[config.mk]
export PLATFORM = sky130hd
export DESIGN_NAME = inst_fetch
export DESIGN_NICKNAME = d
export VERILOG_FILES = /design/src/verilog/inst_fetch.sv
export VERILOG_INCLUDE_DIRS = /design/src /design/src/verilog
export SDC_FILE = /design/constraint.sdc
export NUM_CORES = 1
export LEC_CHECK = 0
export ABC_AREA = 1
export BUFFER_PORTS_ARGS = -buffer_cell sky130_fd_sc_hd__buf_2
export CORE_MARGIN = 1.5
export CORE_UTILIZATION = 39
export DETAILED_ROUTE_END_ITERATION = 8
export PLACE_DENSITY = 0.63
export SKIP_CTS_REPAIR_TIMING = 1
export SYNTH_ARGS = -nofsm -noshare
export SYNTH_HDL_FRONTEND = slang
export SYNTH_SLANG_ARGS = --single-unit
[constraint.sdc]
create_clock -name clock -period 2.2 [get_ports clock]
set_input_delay 0.22 -clock clock [delete_from_list [all_inputs] [get_ports clock]]
set_output_delay 0.22 -clock clock [all_outputs]
set_load 0.02 [all_outputs]
[src/verilog/mem_defines.svh]
// memory slice width and layout macros
`ifndef MEM_DEFINES_SVH
`define MEM_DEFINES_SVH

// data and address width
`define XLEN 64

// one instruction is half a data word
`define INST_WIDTH 32

// base of the RAM and the reset pc
`define PC_START 64'h0000_0000_8000_0000

// log2 of RAM depth in 64-bit words
`define RAM_INDEX_BITS 10

`endif
[src/verilog/inst_fetch.sv]
// program counter and instruction select
`timescale 1ns/1ps
`include "mem_defines.svh"

module inst_fetch (
	input  logic                       clock,
	input  logic                       reset,
	input  logic                       fetch_en,
	input  logic                       redirect,
	input  logic [`XLEN-1:0]           redirect_pc,
	output logic                       fetch_req,
	output logic [`RAM_INDEX_BITS-1:0] fetch_index,
	input  logic                       fetch_granted,
	input  logic [`XLEN-1:0]           fetch_rdata,
	output logic                       inst_valid,
	output logic [`INST_WIDTH-1:0]     inst,
	output logic [`XLEN-1:0]           inst_pc
);

	logic [`XLEN-1:0] pc;
	logic [`XLEN-1:0] cur_pc;
	logic [`XLEN-1:0] pc_offset;
	logic [`XLEN-1:0] next_pc;

	// a redirect takes effect in its own cycle
	assign cur_pc    = redirect ? redirect_pc : pc;
	assign pc_offset = cur_pc - `PC_START;
	assign next_pc   = cur_pc + `XLEN'd4;

	assign fetch_req   = fetch_en;
	assign fetch_index = pc_offset[`RAM_INDEX_BITS+2:3];

	always_ff @(posedge clock) begin
		if (reset) begin
			pc <= `PC_START;
		end else if (fetch_granted) begin
			pc <= next_pc;
		end else if (redirect) begin
			// no fetch this cycle, keep the target
			pc <= redirect_pc;
		end
	end

	always_ff @(posedge clock) begin
		if (reset) begin
			inst_valid <= 1'b0;
		end else begin
			inst_valid <= fetch_granted;
		end
	end

	// pc of the word in flight
	always_ff @(posedge clock) begin
		if (fetch_granted) begin
			inst_pc <= cur_pc;
		end
	end

	// pc bit 2 picks the upper half
	assign inst = inst_pc[2] ? fetch_rdata[`XLEN-1:`INST_WIDTH]
		: fetch_rdata[`INST_WIDTH-1:0];

endmodule

# Yosys cells after proc, flatten, opt, wreduce, memory -nomap -nowiden
# Cells that the tools add are included.
[totals] reg_bits=129 latchBits=0 ram_bits=0 rom_bits=0 inputBits=133 out_inout_bits=108 elab_cells=8 n_memories=0
[op_classes] add_sub_neg=2 mul=0 n_div=0 order_cmp=0 eq_ne=0 shift=0 mux=3 n_bitwise=0 n_reduce_logical=0
[ops] operator="$mux 64" count=2
[ops] operator="$add 64x3->64 const B" count=1
[ops] operator="$mux 32" count=1
[ops] operator="$sub 13x1->13 const B" count=1

# Longest topological paths before layout
[depth] depth_word=3 depth_mapped=16 ltp_nobuf=14

# Worst setup path before layout
# No wires, ideal clock.
[synth_path] path_kind="in2reg" startpoint="input redirect" endpoint="register pc[54]" setup_time_ns=0.115 t_arrival_ns=1.850 t_required_ns=2.085 setup_slack_ns=0.235 stages=13 path_buffers=2 path_cell_list="buf_6 buf_6 o21ai_1 ha_1 nand2_1 inv_1 nand3_2 nor3_2 nand3_1 nor2_1 nand3_1 nand2_1 nor2_1"
[synth_between] elab_chain_cells=3
[synth_lines] element="from (decl)" line="inst_fetch.sv:9" source="input logic redirect,"
[synth_lines] element="$mux 64"
[synth_lines] element="named net cur_pc[3]" line="inst_fetch.sv:21" source="logic [`XLEN-1:0] cur_pc;"
[synth_lines] element="$add 64x3->64" line="inst_fetch.sv:28" source="assign next_pc = cur_pc + `XLEN'd4;"
[synth_lines] element="$mux 64" line="inst_fetch.sv:36" source="end else if (fetch_granted) begin"
[synth_lines] element="to (signal assigned)" line="inst_fetch.sv:35" source="pc <= `PC_START;"
[synth_lines] element="to (signal assigned)" line="inst_fetch.sv:37" source="pc <= next_pc;"
[synth_lines] element="to (signal assigned)" line="inst_fetch.sv:40" source="pc <= redirect_pc;"
[synth_lines] element="to (decl)" line="inst_fetch.sv:20" source="logic [`XLEN-1:0] pc;"
# The timed path passes the listed nets, and every way through them passes these cells.
# A chain may end at the register's enable or synchronous reset.

# Worst setup path after layout
[layout_path] startpoint="register pc[3]" endpoint="register pc[52]"
[layout_between] elab_chain_cells=3
[layout_lines] element="$mux 64"
[layout_lines] element="$add 64x3->64" line="inst_fetch.sv:28"
[layout_lines] element="$mux 64" line="inst_fetch.sv:36"
# No other way between the ends.

==> impl_metrics.yaml <==
critical_path:
  cp.arrival_ns: 2.32
  cp-end-kind: "register"
  path_class: "reg -> reg"
  cpMostUsedCell: "nand2_1"
  critPathLaunchType: "register"
  cp_slowest_cell: "dfxtp_1"
  timing.rr.start: "pc[3]"
  r2r_slack_ns: 0.25
  r2r-end: "pc[52]"
  crit_chain: "inv_1 -> o21ai_2 -> ha_1 -> nand2_1 -> inv_1 -> nand3_2 -> nor2_4 -> nand2_2 -> nor2_1 -> buf_4 -> nand3_1 -> nand2_1 -> nand2_1 -> nor2_1"
  worstPathRequired_ns: 2.58
  max_stage_delay_ns: 0.31
  reg2regPathDepth: 14
  critPathMaxFanout: 6
logic_synthesis:
  synth_area_leaders: "edfxtp_1 25%, nand2_1 20%, dfxtp_1 17%"
  ys_warn_count: 0
  seq_area_frac_synth_pct: 41.9
  syn_nets: 1245
  synth_top_cell_by_area: "edfxtp_1"
  synth-seq-cells: 129
  netlist_area_sq_um: 7690
  synth_cell_types: 31
  synthCells: 1111
  postSynthAreaPerCell_sq_um: 6.92
  synth_top_area_share_pct: 25.0
route:
  num_vias: 8148
  drt_wl_total_um: 26000
  route.detailed.drc: 0
  wl_per_cell_um: 15.1
  antenna_left: 0
  avgViaCountPerCell: 4.73
  dr.pass1.iters: 7
  drt_iter0_markers: 608
timing:
  relSlewSlack_pct: 67.3
  finalSetupViolations: 0
  max_freq_ghz: 0.513
  finalMaxSlewViolations: 0
  period_share_pct: 88.6
  setup_slack_ns: 0.251
  post-route-min-period_ns: 1.95
  setup_tns_ns: 0
  tightest_slew_ns: 0.491
  fin_skew_ns: 0.0101
  rsz0062_at_grt: "false"
  hold_violations: 0
cells_and_area:
  drive_above_1_share_pct: 32.3
  areaGrowthSynthToFinish_pct: 36.5
  antenna_cells: 0
  ff_latch_area_sq_um: 3220
  fillers: 1926
  final_cell_mix: "405 x nand2_1, 237 x buf_2, 188 x nor2_1, 121 x inv_1, 113 x buf_4"
  design_area_sq_um: 10500
  multi_input_area_sq_um: 3720
  final_common_cell: "nand2_1"
  final_nets: 1578
floorplan:
  die_y_um: 143
  rows: 51
  coreArea_sq_um: 19400
  start_util_pct: 39.6
  io_pins: 241
  dieArea_sq_um: 20600
  die_w_um: 143
cts:
  cts_made_buffers: 17
  root_buffer: "clkbuf_16"
  h-tree-depth: 4
  cts.sinks: 129
  clk_pin_slew_worst_paths_ns: 0.07
  clk_latency_ns: 0.43
  max-clock-path-buffers: 2
  cts_tree: "yes"
placement:
  place_area_sq_um: 9890
  portBuffers: 238
  gp_congestion: 0.938
  dp_hpwl_um: 21000
  place_worst_setup_slack_ns: -0.0357
global_routing:
  grt_pass1_vias: 7474
  overflow: 0
  grt_pass1_wl_um: 38700
  antenna_found_initial: 0
  grt_use_total_pct: 25.2
  grt_max_degree: 54
job:
  drv_cap: 0
pwr:
  peakVddDrop_mv: 0.554
  p_leak_nw: 5.06
  power.density_nw_per_um2: 665
hold_path:
  min_to: "pc[1]"
  hold_path_depth: 3
  hold_start: "redirect_pc[1]"
  hp-class: "in -> reg"
run_status:
  status: "completed"
==> layout make-up <==
class                   instances  area share (%)
clock buffers                  17            4.05
clock inverters                15            1.59
inverters                     125            4.47
multi-input cells             815            35.5
flip-flops and latches        129            30.7
well taps                     265            3.16
repair buffers                356            20.5
==> power breakdown <==
part | internal, mW | switching (mW) | leakage (nW)
combinational | 0.528 | 0.824 | 3.60
sequential | 2.70 | 0.0424 | 1.18
clock | 1.61 | 1.27 | 0.282
==> flip-flops by register name, summed over array words and instances (netlist names) <==
signal	count
pc	64
inst_valid	1
inst_pc	64
==> synth_stat cells (all sizes together) <==
library cell  instances
dfxtp                65
ha                    1
nor3                 11
inv                 125
o21ai                49
a21oi                31
nand2               417
nor3b                 1
nand4                15
nand3                41
nor2                206
nor2b                 2
o21a                  2
nand3b                4
clkbuf                8
nor4                  2
mux2                 32
buf                  34
edfxtp               64
a221oi                1
==> worst max-delay path: cells and delay by family, from the launching register on <==
kind / cells / cell delay (ns)
fa+ha+maj: 1 / 0.19
flops: 1 / 0.31
buf+inv: 3 / 0.31
compound gates: 1 / 0.14
simple gates: 9 / 0.94
==> layer usage <==
layer / up-vias / share of wire (%) / track usage (%)
met4: 0 / 2.5 / 9.13
met3: 35 / 6.3 / 3.83
met5: - / 0 / 0
met1: 3655 / 43 / 31.2
li1: 4154 / - / -
met2: 304 / 49 / 44.4
==> worst max path at each step <==
stage | end | depth (start not counted) | startpoint
finish | pc[52] | 14 | pc[3]
detailed placement | pc[31] | 14 | redirect
floorplan | pc[54] | 13 | redirect
global route | pc[52] | 14 | pc[2]
global placement | pc[31] | 14 | redirect
CTS | pc[54] | 12 | pc[3]
==> stage by stage <==
stage	hold WS [ns]	power [mW]	util, %	std cells
after floorplan	0.332	3.55	-	1111
after global placement	0.440	4.13	51.0	1690
after detailed placement	0.440	4.14	51.0	1690
after CTS	0.0503	7.01	54.0	1722
after global routing	0.0642	7.25	54.1	1722
final	0.0628	6.97	54.1	1722
==> kinds of logic (layout without fill, tap and decap cells) <==
kind of cell    after synthesis  in the layout  share of synthesized area (%)
compound gates               83             83                           6.10
flops                       129            129                           41.9
simple gates                699            699                           37.3
mux                          32             32                           4.69
fa+ha+maj                     1              1                          0.163
buf+inv                     167            513                           9.86
(Power assumes the default switching activity.)
