[src/verilog/mem_defines.svh]
// memory slice width and layout macros
`ifndef MEM_DEFINES_SVH
`define MEM_DEFINES_SVH

// data and address width
`define XLEN 64

// one instruction is half a data word
`define INST_WIDTH 32

// base of the RAM and the reset pc
`define PC_START 64'h0000_0000_8000_0000

// log2 of RAM depth in 64-bit words
`define RAM_INDEX_BITS 10

`endif
[src/verilog/mem_pkg.sv]
// memory slice shared types
package mem_pkg;

	// access size of a load or store
	typedef enum logic [1:0] {
		SIZE_BYTE   = 2'd0,
		SIZE_HALF   = 2'd1,
		SIZE_WORD   = 2'd2,
		SIZE_DOUBLE = 2'd3
	} mem_size_t;

	// owner of the single RAM port
	typedef enum logic {
		GRANT_FETCH = 1'b0,
		GRANT_DATA  = 1'b1
	} grant_t;

endpackage

[src/verilog/load_store_unit.sv]
// store alignment and load extension
`timescale 1ns/1ps
`include "mem_defines.svh"

module load_store_unit
	import mem_pkg::*;
(
	input  logic                       clock,
	input  logic                       reset,
	input  logic                       data_req,
	input  logic                       data_we,
	input  logic [`XLEN-1:0]           data_addr,
	input  mem_size_t                  data_size,
	input  logic                       data_unsigned,
	input  logic [`XLEN-1:0]           data_wdata,
	output logic                       mem_req,
	output logic                       mem_we,
	output logic [`RAM_INDEX_BITS-1:0] mem_index,
	output logic [`XLEN-1:0]           mem_wdata,
	output logic [`XLEN-1:0]           mem_wmask,
	input  logic [`XLEN-1:0]           mem_rdata,
	output logic                       load_valid,
	output logic [`XLEN-1:0]           load_data
);

	localparam int BYTES = `XLEN / 8;

	logic [`XLEN-1:0] addr_offset;
	logic [2:0]       byte_offset;
	logic [5:0]       shift_bits;
	logic [BYTES-1:0] base_en;
	logic [BYTES-1:0] byte_en;

	mem_size_t        size_q;
	logic             unsigned_q;
	logic [2:0]       offset_q;
	logic [`XLEN-1:0] shifted;
	logic             sign_ext;

	assign addr_offset = data_addr - `PC_START;
	assign byte_offset = data_addr[2:0];
	assign shift_bits  = {byte_offset, 3'b000};

	assign mem_req   = data_req;
	assign mem_we    = data_we;
	assign mem_index = addr_offset[`RAM_INDEX_BITS+2:3];
	assign mem_wdata = data_wdata << shift_bits;

	always_comb begin
		case (data_size)
			SIZE_BYTE: base_en = 8'h01;
			SIZE_HALF: base_en = 8'h03;
			SIZE_WORD: base_en = 8'h0f;
			default:   base_en = 8'hff;
		endcase
	end

	// accesses never cross the word, so nothing shifts out
	assign byte_en = base_en << byte_offset;

	always_comb begin
		for (int i = 0; i < BYTES; i++) begin
			mem_wmask[i*8 +: 8] = {8{byte_en[i]}};
		end
	end

	always_ff @(posedge clock) begin
		if (reset) begin
			load_valid <= 1'b0;
		end else begin
			load_valid <= data_req & ~data_we;
		end
	end

	// extraction info for the returning word
	always_ff @(posedge clock) begin
		if (data_req) begin
			size_q     <= data_size;
			unsigned_q <= data_unsigned;
			offset_q   <= byte_offset;
		end
	end

	assign shifted  = mem_rdata >> {offset_q, 3'b000};
	assign sign_ext = ~unsigned_q;

	always_comb begin
		case (size_q)
			SIZE_BYTE: load_data = {{(`XLEN-8){sign_ext & shifted[7]}}, shifted[7:0]};
			SIZE_HALF: load_data = {{(`XLEN-16){sign_ext & shifted[15]}}, shifted[15:0]};
			SIZE_WORD: load_data = {{(`XLEN-32){sign_ext & shifted[31]}}, shifted[31:0]};
			default:   load_data = shifted;
		endcase
	end

endmodule

[config.mk]
export PLATFORM = sky130hd
export DESIGN_NAME = load_store_unit
export DESIGN_NICKNAME = d
export VERILOG_FILES = /design/src/verilog/mem_pkg.sv /design/src/verilog/load_store_unit.sv
export VERILOG_INCLUDE_DIRS = /design/src /design/src/verilog
export SDC_FILE = /design/constraint.sdc
export NUM_CORES = 1
export LEC_CHECK = 0
export ABC_AREA = 0
export BUFFER_PORTS_ARGS = -buffer_cell sky130_fd_sc_hd__buf_4
export CAP_MARGIN = 20
export CORE_AREA = 2 2 155 157
export CTS_BUF_LIST = sky130_fd_sc_hd__clkbuf_4 sky130_fd_sc_hd__clkbuf_8
export DETAILED_ROUTE_END_ITERATION = 6
export DIE_AREA = 0 0 157 159
export PLACE_DENSITY = 0.52
export RECOVER_POWER = 25
export SYNTH_ARGS = -nofsm -noshare
export SYNTH_HDL_FRONTEND = slang
export SYNTH_SLANG_ARGS = --single-unit
[constraint.sdc]
create_clock -name clock -period 3.4 [get_ports clock]
set_input_delay 0.68 -clock clock [delete_from_list [all_inputs] [get_ports clock]]
set_output_delay 0.68 -clock clock [all_outputs]
set_load 0.02 [all_outputs]
Yosys cells after proc, flatten, opt, wreduce, memory -nomap -nowiden --
Index checks and enable logic that the tools add are counted.
Operators by class: add/subtract/negate cells 1, multiply operators 0, div/mod/pow operators 0, magnitude comparators 0, eq/ne operators 4, shift-type cells 3, mux-type cells 2, bitwise logic cells 6, reductions and logical operators 2
Operator list (number):
- 64-bit one-hot mux with 3 select lines | 1
- 64-bit by 6-bit left shift with 64-bit output | 1
- 64-bit by 6-bit right shift with 64-bit output | 1
- 8-bit one-hot mux with 3 select lines | 1
- 13-bit by 1-bit subtractor with 13-bit output (second input constant) | 1
- 8-bit by 3-bit left shift with 8-bit output | 1
- 1-bit AND | 4
- 2-bit by 1-bit equality test with 1-bit output (second input constant) | 2
- 2-bit equality test (second input constant) | 2
- 2-bit logical NOT | 2
- 1-bit inverter | 2
Word-level totals: register bits 7, latch bits 0, memory bits (writable) 0, bits in read-only memories 0, memories kept 0

Longest topological paths before layout --
depth after elaboration 3, gate-level depth with buffers 8, gate-level depth less buffers 4

Worst setup path after synthesis --
Ideal clock, no wire load.
path kind input-to-output, start point input data_addr[0], end point output mem_wmask[17], arrival time 2.677 ns, required time 2.720 ns, slack 0.043 ns, cell stages on the path 6, cells stage by stage buf_2 > buf_2 > buf_2 > a211oi_1 > a211oi_1 > buf_4
On the way: word-level cells in the longest chain between the ends 1
Ends and longest elaborated chain:
- start: declaration | line load_store_unit.sv:12 | input logic [`XLEN-1:0] data_addr,
- 8-bit by 3-bit left shift with 8-bit output | line load_store_unit.sv:59 | assign byte_en = base_en << byte_offset;
- end: declaration | line load_store_unit.sv:20 | output logic [`XLEN-1:0] mem_wmask,
Every way passes these cells.

Worst setup path after layout --
start point register offset_q[1], end point output load_data[51]
On the way: word-level cells in the longest chain between the ends 3, elaborated cells between the ends (all ways) 5, classes of those cells shift (1); mux (1); bitwise (3)
Ends and longest elaborated chain:
- start: declaration | line load_store_unit.sv:36 | logic [2:0] offset_q;
- start signal: assignment | line load_store_unit.sv:80 | offset_q <= byte_offset;
- 64-bit by 6-bit right shift with 64-bit output * | line load_store_unit.sv:84 | assign shifted = mem_rdata >> {offset_q, 3'b000};
- 1-bit AND (on tied branches) | line load_store_unit.sv:91, load_store_unit.sv:89, load_store_unit.sv:90
- 64-bit one-hot mux with 3 select lines * | line load_store_unit.sv:88 | case (size_q)
- end: declaration | line load_store_unit.sv:23 | output logic [`XLEN-1:0] load_data
Mark *: on every way between the ends. The rest lies on a longest branch, timed or not.

==> results.yml <==
sta:
  rsz0062_at_grt: "false"
  max_slew_margin_pct: 39.7
  finalCriticalPeriod_ns: 3.17
  worst_pin_slew_ns: 0.901
  finalCritPeriodShare_pct: 93.2
  clock.fmax_mhz: 316
  hold_viol: 0
  maxSlewViolCount: 0
  setup_violations: 0
  hold_slack_ns: 0.611
  fin_tns_setup_ns: 0
synth:
  syn-cell-area_sq_um: 4900
  async_reset_ff_share_pct: 0
  synth.distinct_cells: 40
  synth_fa_ha_area_share_pct: 0
  synth_seq_area_share_pct: 4.08
  ys_warn_count: 0
  synth_top_family_by_area: "multiplexers"
  synth_edf_count: 6
  synthMuxAreaShare_pct: 42.1
  yosys.area_share.simple_pct: 21.3
  synthesis.nets: 817
  synth_compound_area_share_pct: 13.8
  synth_ff_type: "edfxtp_1"
  synth-seq-cells: 7
  syn_avg_cell_area_sq_um: 7.93
  synth_cells: 618
  synthXorXnorAreaFrac_pct: 0
detailed_routing:
  num_vias: 5632
  drc_errors: 0
  wire_per_inst_microns: 18.2
  antenna_left: 0
  drt-vias-per-instance: 4.83
  routed_wl_mm: 21.2
  dr.pass1.iters: 6
  drt_iter0_drc: 269
finish:
  drive_gt1_share_pct: 50.0
  finish.net_count: 1048
  fin_util_pct: 30.9
  area_growth_syn_to_layout_pct: 46.3
  stdcell_area_sq_um: 7170
  antennaDiodeCount: 0
run:
  cap_viol_max_count: 0
cts:
  clockBufferDepth: 2
  clkSinkCount: 7
  hold_buffers: 0
  path_clk_slew_ns: 0.04
  post_cts_resized: 0
  htreeDepth: 1
  tritoncts: "done"
  root_buffer: "clkbuf_8"
  cts_setup_buffers: 0
  cts_made_buffers: 3
floorplanning:
  die_h_microns: 159
  start_util_pct: 21.1
  coreArea_sq_um: 23200
  row_count: 56
  io_pins: 404
  die-area_sq_um: 25000
  die_x_microns: 157
grt:
  grtUsageMet1_pct: 18.0
  top_usage_layer: "met2"
  grt_pass1_wl_mm: 31.4
  grt_antenna_before_repair: 0
  met2_usage_pct: 28.0
  grt_use_total_pct: 15.5
  grtUsageMet3_pct: 4.25
  overflow: 0
  grt_pass1_vias: 5488
  grt_max_degree: 57
placement:
  portBuffers: 332
  dp_hpwl_mm: 17.1
  post_dp_cell_area_sq_um: 7230
  gp_congestion: 0.827
hold_path:
  min_path_type: "in2reg"
worst_setup_path:
  worst-setup-path-type: "reg2out"
  crit_arrival_ns: 2.49
  end_kind: "output port"
  critPathMaxFanout: 32
  required_ns: 2.72
  start_kind: "flip-flop"
status:
  status: "finished, final reports clean"
pwr:
  peakVddDrop_uv: 105
  p_per_area_nw_per_um2: 248
  leakage_nw: 3.41
final cells by class:
| cell class | count | area [sq um] |
|---|---|---|
| Fill cell | 2511 | 16000 |
| Clock buffer | 4 | 48.8 |
| Inverter | 11 | 41.3 |
| Tap cell | 319 | 399 |
| Timing Repair Buffer | 362 | 2700 |
| Multi-Input combinational cell | 464 | 3780 |
| Sequential cell | 7 | 200 |
sequential cells by signal, indices dropped and copies added (netlist names):
register    cells
unsigned_q      1
offset_q        3
size_q          2
load_valid      1
worst max-delay path, stage by stage (launching register included):
cell and delay (ns):
edfxtp_1 0.56, nor2_1 0.76, a22o_1 0.28, o21ai_2 0.08, buf_12 0.17, o2111ai_1 0.19, buf_4 0.22
cell usage after synthesis (3+ instances only):
master,number,share of area (%)
buf_4,77,12
mux2i_1,61,12
nor2_1,58,4.4
mux4_2,46,21
nand2_1,45,3.4
o21ai_0,40,4.1
mux2_2,37,8.5
a21oi_1,27,2.8
nand4_1,27,3.4
clkbuf_1,24,1.8
buf_2,22,2.2
nor2b_1,22,2.8
and2_1,19,2.4
o22ai_1,17,2.2
nand3_1,16,1.6
inv_1,10,0.77
and3_1,8,1.0
o2bb2ai_1,8,1.4
buf_6,7,1.6
buf_1,6,0.46
edfxtp_1,6,3.7
o2111ai_1,6,1.1
a211oi_1,4,0.61
a22o_1,3,0.54
nor3b_1,3,0.46
routing by layer:
metal  vias up  part of all wire, %
li1       2681                    -
met1      2669                   39
met2       259                   49
met3        23                  9.9
met4         0                  2.2
met5         -                    0
layout by cell type, fill, tap and decap left out, types with 8 or more instances in the layout:
master,Yosys,final
mux4_2,46,46
mux2i_1,61,61
nand2_1,45,45
inv_1,10,10
o21ai_0,40,40
o22ai_1,17,17
o2bb2ai_1,8,8
buf_4,77,326
mux2_2,37,36
nor2_1,58,58
nand3_1,16,16
and3_1,8,8
nand4_1,27,27
a21oi_1,27,27
and2_1,19,17
clkbuf_1,24,27
nor2b_1,22,22
power breakdown:
group | internal (W) | switching (W) | leakage, nW
Combinational | 0.000703 | 0.000841 | 3.32
Clock | 0.0000888 | 0.0000331 | 0.0262
Sequential | 0.000101 | 0.0000107 | 0.0669
Total | 0.000893 | 0.000884 | 3.41
path summary, 6_finish.rpt:
path                              start                     to  slack, ns  depth (start not counted)
hold / removal                    reset  load_valid$_SDFF_PP0_       0.61                          2
setup / recovery  offset_q[1]$_DFFE_PP_          load_data[51]       0.23                          6
stage by stage:
| step | total power, W | setup slack [ns] | std cells |
|---|---|---|---|
| 2_1_floorplan | 0.00108 | 0.0430 | 618 |
| 3_3_place_gp | 0.00168 | 0.378 | 1163 |
| 3_5_place_dp | 0.00168 | 0.337 | 1163 |
| 4_1_cts | 0.00181 | 0.239 | 1167 |
| 5_1_grt | 0.00189 | 0.0952 | 1167 |
| 6_report | 0.00178 | 0.231 | 1167 |
kinds of logic after synthesis:
logic type | Yosys count
simple gates | 209
buf+inv | 147
mux | 144
compound gates | 111
flops | 7
No activity file was read; power rests on OpenSTA's default activity.
