**src/verilog/mem_defines.svh**
```systemverilog
// memory slice width and layout macros
`ifndef MEM_DEFINES_SVH
`define MEM_DEFINES_SVH

// data and address width
`define XLEN 64

// one instruction is half a data word
`define INST_WIDTH 32

// base of the RAM and the reset pc
`define PC_START 64'h0000_0000_8000_0000

// log2 of RAM depth in 64-bit words
`define RAM_INDEX_BITS 10

`endif
```
**src/verilog/mem_pkg.sv**
```systemverilog
// memory slice shared types
package mem_pkg;

	// access size of a load or store
	typedef enum logic [1:0] {
		SIZE_BYTE   = 2'd0,
		SIZE_HALF   = 2'd1,
		SIZE_WORD   = 2'd2,
		SIZE_DOUBLE = 2'd3
	} mem_size_t;

	// owner of the single RAM port
	typedef enum logic {
		GRANT_FETCH = 1'b0,
		GRANT_DATA  = 1'b1
	} grant_t;

endpackage

```
**src/verilog/mem_arbiter.sv**
```systemverilog
// data over fetch RAM port arbiter
`timescale 1ns/1ps
`include "mem_defines.svh"

module mem_arbiter
	import mem_pkg::*;
(
	input  logic                       clock,
	input  logic                       reset,
	input  logic                       fetch_req,
	input  logic [`RAM_INDEX_BITS-1:0] fetch_index,
	output logic                       fetch_granted,
	output logic [`XLEN-1:0]           fetch_rdata,
	input  logic                       mem_req,
	input  logic                       mem_we,
	input  logic [`RAM_INDEX_BITS-1:0] mem_index,
	input  logic [`XLEN-1:0]           mem_wdata,
	input  logic [`XLEN-1:0]           mem_wmask,
	output logic [`XLEN-1:0]           mem_rdata,
	output logic                       ram_en,
	output logic                       ram_we,
	output logic [`RAM_INDEX_BITS-1:0] ram_index,
	output logic [`XLEN-1:0]           ram_wdata,
	output logic [`XLEN-1:0]           ram_wmask,
	input  logic [`XLEN-1:0]           ram_rdata
);

	grant_t grant;
	grant_t read_owner;

	// data always wins
	assign grant         = mem_req ? GRANT_DATA : GRANT_FETCH;
	assign fetch_granted = fetch_req & ~mem_req;

	assign ram_en    = mem_req | fetch_req;
	assign ram_we    = mem_req & mem_we;
	assign ram_index = (grant == GRANT_DATA) ? mem_index : fetch_index;
	assign ram_wdata = mem_wdata;
	assign ram_wmask = (grant == GRANT_DATA) ? mem_wmask : '0;

	// who owns the word coming back next cycle
	always_ff @(posedge clock) begin
		if (reset) begin
			read_owner <= GRANT_FETCH;
		end else if (ram_en) begin
			read_owner <= grant;
		end
	end

	assign fetch_rdata = (read_owner == GRANT_FETCH) ? ram_rdata : '0;
	assign mem_rdata   = (read_owner == GRANT_DATA) ? ram_rdata : '0;

endmodule

```
**config.mk**
```make
export PLATFORM = sky130hd
export DESIGN_NAME = mem_arbiter
export DESIGN_NICKNAME = d
export VERILOG_FILES = /design/src/verilog/mem_pkg.sv /design/src/verilog/mem_arbiter.sv
export VERILOG_INCLUDE_DIRS = /design/src /design/src/verilog
export SDC_FILE = /design/constraint.sdc
export NUM_CORES = 1
export LEC_CHECK = 0
export ABC_AREA = 0
export BUFFER_PORTS_ARGS = -buffer_cell sky130_fd_sc_hd__buf_2
export CAP_MARGIN = 20
export CELL_PAD_IN_SITES_DETAIL_PLACEMENT = 1
export CELL_PAD_IN_SITES_GLOBAL_PLACEMENT = 1
export CORE_AREA = 2 2 187 189
export DETAILED_ROUTE_END_ITERATION = 12
export DIE_AREA = 0 0 189 191
export GPL_ROUTABILITY_DRIVEN = 0
export PLACE_DENSITY = 0.59
export SETUP_SLACK_MARGIN = 0.02
export SLEW_MARGIN = 20
export SYNTH_ARGS = -nofsm -noshare
export SYNTH_HDL_FRONTEND = slang
export SYNTH_SLANG_ARGS = --single-unit
```
**constraint.sdc**
```tcl
create_clock -name clock -period 1.8 [get_ports clock]
set_input_delay 0.36 -clock clock [delete_from_list [all_inputs] [get_ports clock]]
set_output_delay 0.36 -clock clock [all_outputs]
set_load 0.01 [all_outputs]
```
* Word-level counts from Yosys, hierarchy flattened
Index checks and enable logic that the tools add are counted.
** Word-level totals
- Word-level logic and storage cells :: 10
- Output and inout bits :: 269
- Register bits after elaboration :: 1
** Operators by class
- Mux-type cells :: 5
- Bitwise operators :: 4
** Operator list (count)
- $mux W64 :: 3
- $mux W10 :: 1
- $and A1 B1 Y1 :: 2
- $mux W1 :: 1
- $not A1 Y1 :: 1
- $or A1 B1 Y1 :: 1

* Logic depth before layout (Yosys ltp)
Gate-level depths: netlist (run 1).
- Depth after elaboration :: 2
- Mapped depth :: 3
- Gate-level depth less buffers :: 2

* Worst setup path after synthesis (run 1)
Ideal clock, no wire load.
- Path kind :: in2out
- Start point :: input mem_req
- End point :: output ram_index[0]
- Path buffers :: 1
- Setup slack :: 0.604 ns
- Stages :: 2
- Data arrival time :: 0.836 ns
- Path through :: buf_6 mux2_2
** Between the ends
- Cells in the longest elaborated chain, start to end :: 2
** Ends and longest elaborated chain
- start, declared :: RTL line mem_arbiter.sv:14 : input logic mem_req,
- $mux W1 :: RTL line mem_arbiter.sv:32 : assign grant = mem_req ? GRANT_DATA : GRANT_FETCH;
- $mux W10 :: RTL line mem_arbiter.sv:37 : assign ram_index = (grant == GRANT_DATA) ? mem_index : fetch_index;
- end, declared :: RTL line mem_arbiter.sv:22 : output logic [`RAM_INDEX_BITS-1:0] ram_index,
Every way passes these cells.

* Final worst setup path (run 1)
- Start point :: input mem_req
- End point :: output ram_index[7]
The elaborated chain is that of the path after synthesis.

==> results of run 1 <==
[cell type report]
class / count / area [sq um]
Timing Repair Buffer: 368 / 1894
Fill cell: 4275 / 30280
Tap cell: 455 / 569.3
Inverter: 1 / 3.754
Sequential cell: 1 / 23.77
Multi-Input combinational cell: 207 / 1346
[logic make-up (layout without fill, tap and decap cells)]
group	Yosys count	in the layout	synth area share
flops	1	1	0.01009
buf+inv	87	369	0.3115
mux	10	10	0.05675
compound gates	1	1	0.002520
simple gates	196	196	0.6192
[synthesized netlist by cell type, drive strengths merged]
| cell | number |
|---|---|
| or2 | 1 |
| inv | 1 |
| dfxtp | 1 |
| nor2b | 63 |
| and2 | 129 |
| clkbuf | 6 |
| nand2b | 1 |
| mux2 | 10 |
| a21oi | 1 |
| buf | 80 |
| and2b | 2 |
[placed cells by master, fill, tap and decap left out, drive strengths merged]
| cell | synthesis | final |
|---|---|---|
| buf | 80 | 368 |
| and2 | 129 | 129 |
| nor2b | 63 | 63 |
| mux2 | 10 | 10 |
| and2b | 2 | 2 |
| or2 | 1 | 1 |
| inv | 1 | 1 |
| nand2b | 1 | 1 |
| a21oi | 1 | 1 |
| dfxtp | 1 | 1 |
[per-stage QoR]
stage	hold WS [ns]	util	instances
after detailed placement	0.5267	0.1125	1032
after global routing	0.5247	0.1125	1032
after floorplan	0.4291	-	295
final	0.5234	0.1125	1032
after global placement	0.5268	0.1125	1032
after CTS	0.5267	0.1125	1032
[worst paths after layout]
path | from | to | slack [ns] | cells after the start
worst min-delay path | reset | read_owner | 0.52 | 2
worst max-delay path | mem_req | ram_index[7] | 0.26 | 4
worst min register to register | read_owner | read_owner | 0.69 | 2
worst max register to register | read_owner | read_owner | 0.87 | 2
[where the power goes]
group,switching [mW],internal [mW]
registers,0.0186,0.0238
clock network,0,0
logic,0.402,0.436
total,0.421,0.460
[critical path, stage by stage]
cell and delay (ns):
buf_2 0.14, buf_12 0.18, mux2_2 0.34, buf_2 0.14
[layer usage]
metal / wire length (microns) / vias up
met5: 0 / -
met4: 74 / 0
met3: 2133 / 8
met2: 4914 / 310
met1: 3421 / 1210
li1: - / 1379
==> results.py, run 1 <==
metrics = {
    "clock_network": {
        "hold_buffers": 0,
        "cts_setup_buffers": 0,
        "clk_latency_ns": 0,
        "clk_pin_slew_worst_paths_ns": 0,
        "cts_resized": 0,
    },
    "setup_path": {
        "path_class": "in -> out",
        "worstPathRequired_ns": 1.44,
        "cp-end-kind": "output port",
        "worst_setup_path_start_kind": "primary input",
        "critPathMaxFanout": 47,
        "crit_arrival_ns": 1.18,
    },
    "die": {
        "start_util": 0.05816,
        "rows": 68,
        "ios": 486,
        "die_area_sq_um": 36100,
        "dieHeight_microns": 191,
        "die_w_microns": 189,
        "core-area_sq_um": 34120,
    },
    "layout": {
        "largest_register": "read_owner",
        "diodes": 0,
        "nNetsFinal": 796,
        "reg_top3": "read_owner: 1 flops",
        "drive_gt1_frac": 0.6586,
        "largest_register_ffs": 1,
        "final_cell_area_sq_um": 3837,
        "syn_to_final_growth_pct": 93.38,
    },
    "global_route": {
        "met1_usage": 0.04805,
        "grt_util_met2": 0.08833,
        "met3_usage": 0.03451,
        "grt_overflow": 0,
        "grt_pass1_vias": 2657,
        "antenna_found_initial": 0,
        "grt_usage": 0.04939,
        "grt_max_degree": 54,
        "grt-busiest-layer": "met2",
        "grt_pass1_wl_mm": 14.35,
    },
    "placed_design": {
        "post_dp_cell_area_sq_um": 3837,
        "io_buffers": 357,
        "dp_hpwl_mm": 9.701,
        "dp_slack_ns": 0.2552,
    },
    "yosys": {
        "synth_area_leaders": "and2_1 (41%), buf_4 (24%), nor2b_1 (20%)",
        "synthesis.area_sq_um": 1984,
        "ys_seq_area_frac": 0.01009,
        "syn-num-nets": 512,
        "netlist.area_leader.share": 0.4067,
        "synth.distinct_cells": 14,
        "postSynthAreaPerCell_sq_um": 6.727,
        "ys_ff_latch": 1,
        "yosys_warnings": 0,
        "synth_area_leader_cell": "and2_1",
        "syn_inst": 295,
    },
    "sta": {
        "setup_viol": 0,
        "max_freq_mhz": 649.4,
        "finalHoldViolCount": 0,
        "fin_crit_ns": 1.540,
        "setup_ws_ns": 0.2602,
        "maxSlewViolCount": 0,
        "rsz0062_at_grt": "false",
        "tightest_slew_ns": 0.4843,
        "fin_crit_sh": 0.8555,
        "relSlewSlack": 0.6771,
        "fin_skew_ns": 0,
        "setup_tns_ns": 0,
    },
    "power_and_ir_drop": {
        "pwr_density_cell_nw_per_um2": 229.5,
        "p_leak_nw": 2.204,
        "power.total_uw": 880.9,
        "ir_drop_v": 0.00009558,
    },
    "route": {
        "ant_nets": 0,
        "wl_per_cell_microns": 10.22,
        "drc": 0,
        "first_pass_iters": 4,
        "vias": 2907,
        "routed_wl_mm": 10.54,
        "drt_iter0_drc": 39,
        "avgViaCountPerCell": 2.817,
    },
    "status": {
        "outcome": "finished, final reports clean",
    },
    "hold_path": {
        "hold_path.class": "in -> reg",
    },
    "job": {
        "maxCapViolCount": 0,
    },
}
No activity file was read; power rests on OpenSTA's default activity.
==> run 2: changes to the inputs <==
Settings changed: GPL_TIMING_DRIVEN set to 0.
==> run 2 against run 1 <==
  * Via count up 17%
  * Clock skew unchanged
  * Largest cell class unchanged
  * Final cell count up 13%
  * Core utilization up 2.4 points
  * Critical endpoint is now mem_rdata[1]
  * Die area unchanged
  * Combinational power up 31%
==> results.py, run 2 (synthesis gave the netlist of run 1 again) <==
metrics = {
    "hold_path": {
        "hold_path_end": "read_owner",
        "hold_path.class": "in -> reg",
        "min_from": "reset",
        "holdPathStages": 2,
    },
    "setup_path": {
        "r2r_end": "read_owner",
        "path_class": "reg -> out",
        "worstPathRequired_ns": 1.44,
        "worst_setup_path_start_kind": "register",
        "crit_arrival_ns": 1.24,
        "cp-end-kind": "output port",
        "rr_worst_depth": 3,
        "rr_startpoint": "read_owner",
        "critPathMaxFanout": 10,
        "r2r_setup_slack_ns": 0.84,
    },
    "layout": {
        "layout_common_cells": "buf_2 (432), and2_1 (129), buf_4 (64)",
        "drive_gt1_frac": 0.7217,
        "diodes": 0,
        "layout_commonest_cell": "buf_2",
        "reg_top3": "read_owner: 1 flops",
        "fin_cells": 1170,
        "largest_register": "read_owner",
        "syn_to_final_growth_pct": 134.6,
        "largest_register_ffs": 1,
        "nNetsFinal": 934,
        "fill_cells": 4333,
    },
    "sta": {
        "setup_tns_ns": 0,
        "rsz0062_at_grt": "false",
        "max_freq_mhz": 623.4,
        "fin_skew_ns": 0,
        "tightest_slew_ns": 0.4561,
        "finalHoldViolCount": 0,
        "setup_viol": 0,
        "fin_crit_sh": 0.8912,
        "relSlewSlack": 0.6959,
        "setup_ws_ns": 0.1959,
        "fin_crit_ns": 1.604,
        "timing.hold.ws_ns": 0.5326,
        "maxSlewViolCount": 0,
    },
    "die": {
        "die_area_sq_um": 36100,
        "die_w_microns": 189,
        "ios": 486,
        "dieHeight_microns": 191,
        "start_util": 0.05816,
        "rows": 68,
        "core-area_sq_um": 34120,
    },
    "route": {
        "drt_iter0_drc": 47,
        "drc": 0,
        "avgViaCountPerCell": 2.895,
        "first_pass_iters": 4,
        "routed_wl_mm": 13.43,
        "vias": 3387,
        "wl_per_cell_microns": 11.48,
        "ant_nets": 0,
    },
    "placed_design": {
        "dp_hpwl_mm": 12.59,
        "post-place-cells": 1170,
        "dp_slack_ns": 0.08741,
        "io_buffers": 420,
    },
    "global_route": {
        "grt_pass1_wl_mm": 18.65,
        "grt_pass1_vias": 3308,
        "grt_usage": 0.06384,
        "antenna_found_initial": 0,
        "grt_overflow": 0,
        "grt_max_degree": 11,
    },
    "power_and_ir_drop": {
        "pwr_density_cell_nw_per_um2": 242.7,
        "p_leak_nw": 2.794,
        "ir_drop_v": 0.00008690,
    },
    "clock_network": {
        "clk_pin_slew_worst_paths_ns": 0,
        "clk_latency_ns": 0,
        "cts_resized": 0,
        "cts_setup_buffers": 0,
        "hold_buffers": 0,
    },
    "status": {
        "outcome": "finished, final reports clean",
    },
    "job": {
        "maxCapViolCount": 0,
    },
}
## run 2: report_power, final
| group | leakage [nW] | total (mW) | switching, mW | internal [mW] |
|---|---|---|---|---|
| registers | 0.00836 | 0.0262 | 0.00206 | 0.0241 |
| logic | 2.79 | 1.10 | 0.532 | 0.571 |
| clock network | 0 | 0 | 0 | 0 |
## run 2: stage by stage
stage / power, mW / util / area [sq um]
after floorplan: 0.5752 / - / 1984
after global placement: 1.141 / 0.1365 / 4656
after detailed placement: 1.148 / 0.1365 / 4656
after CTS: 1.152 / 0.1365 / 4656
after global routing: 1.229 / 0.1365 / 4656
final: 1.130 / 0.1365 / 4656
## run 2: worst max path at each step
stage                    start       endpoint  slack (ns)  depth (start not counted)
CTS                 read_owner  mem_rdata[26]        0.09                          4
global placement    read_owner  mem_rdata[26]        0.09                          4
floorplan              mem_req   ram_index[0]        0.60                          2
detailed placement  read_owner  mem_rdata[26]        0.09                          4
finish              read_owner   mem_rdata[1]        0.20                          4
global route        read_owner  mem_rdata[26]        0.04                          4
## run 2: worst max-delay path, stage by stage, from the launching register on
cell     delay [ns]
dfxtp_1        0.39
buf_2          0.29
buf_2          0.27
and2_1         0.16
buf_2          0.13
## run 2: final cells by class
cell class,count,area (sq um),area share
Sequential cell,1,20.02,0.004300
Buffer,86,614.3,0.1320
Tap cell,455,569.3,0.1223
Timing Repair Buffer,420,2102,0.4515
Inverter,1,3.754,0.0008062
Multi-Input combinational cell,207,1346,0.2892
## run 2: routing by layer
| metal | routed length, microns | global-route usage | vias up |
|---|---|---|---|
| li1 | - | - | 1656 |
| met1 | 4930 | 0.07286 | 1475 |
| met2 | 7064 | 0.1268 | 254 |
| met3 | 1387 | 0.01267 | 2 |
| met4 | 46 | 0.002704 | 0 |
| met5 | 0 | 0 | - |
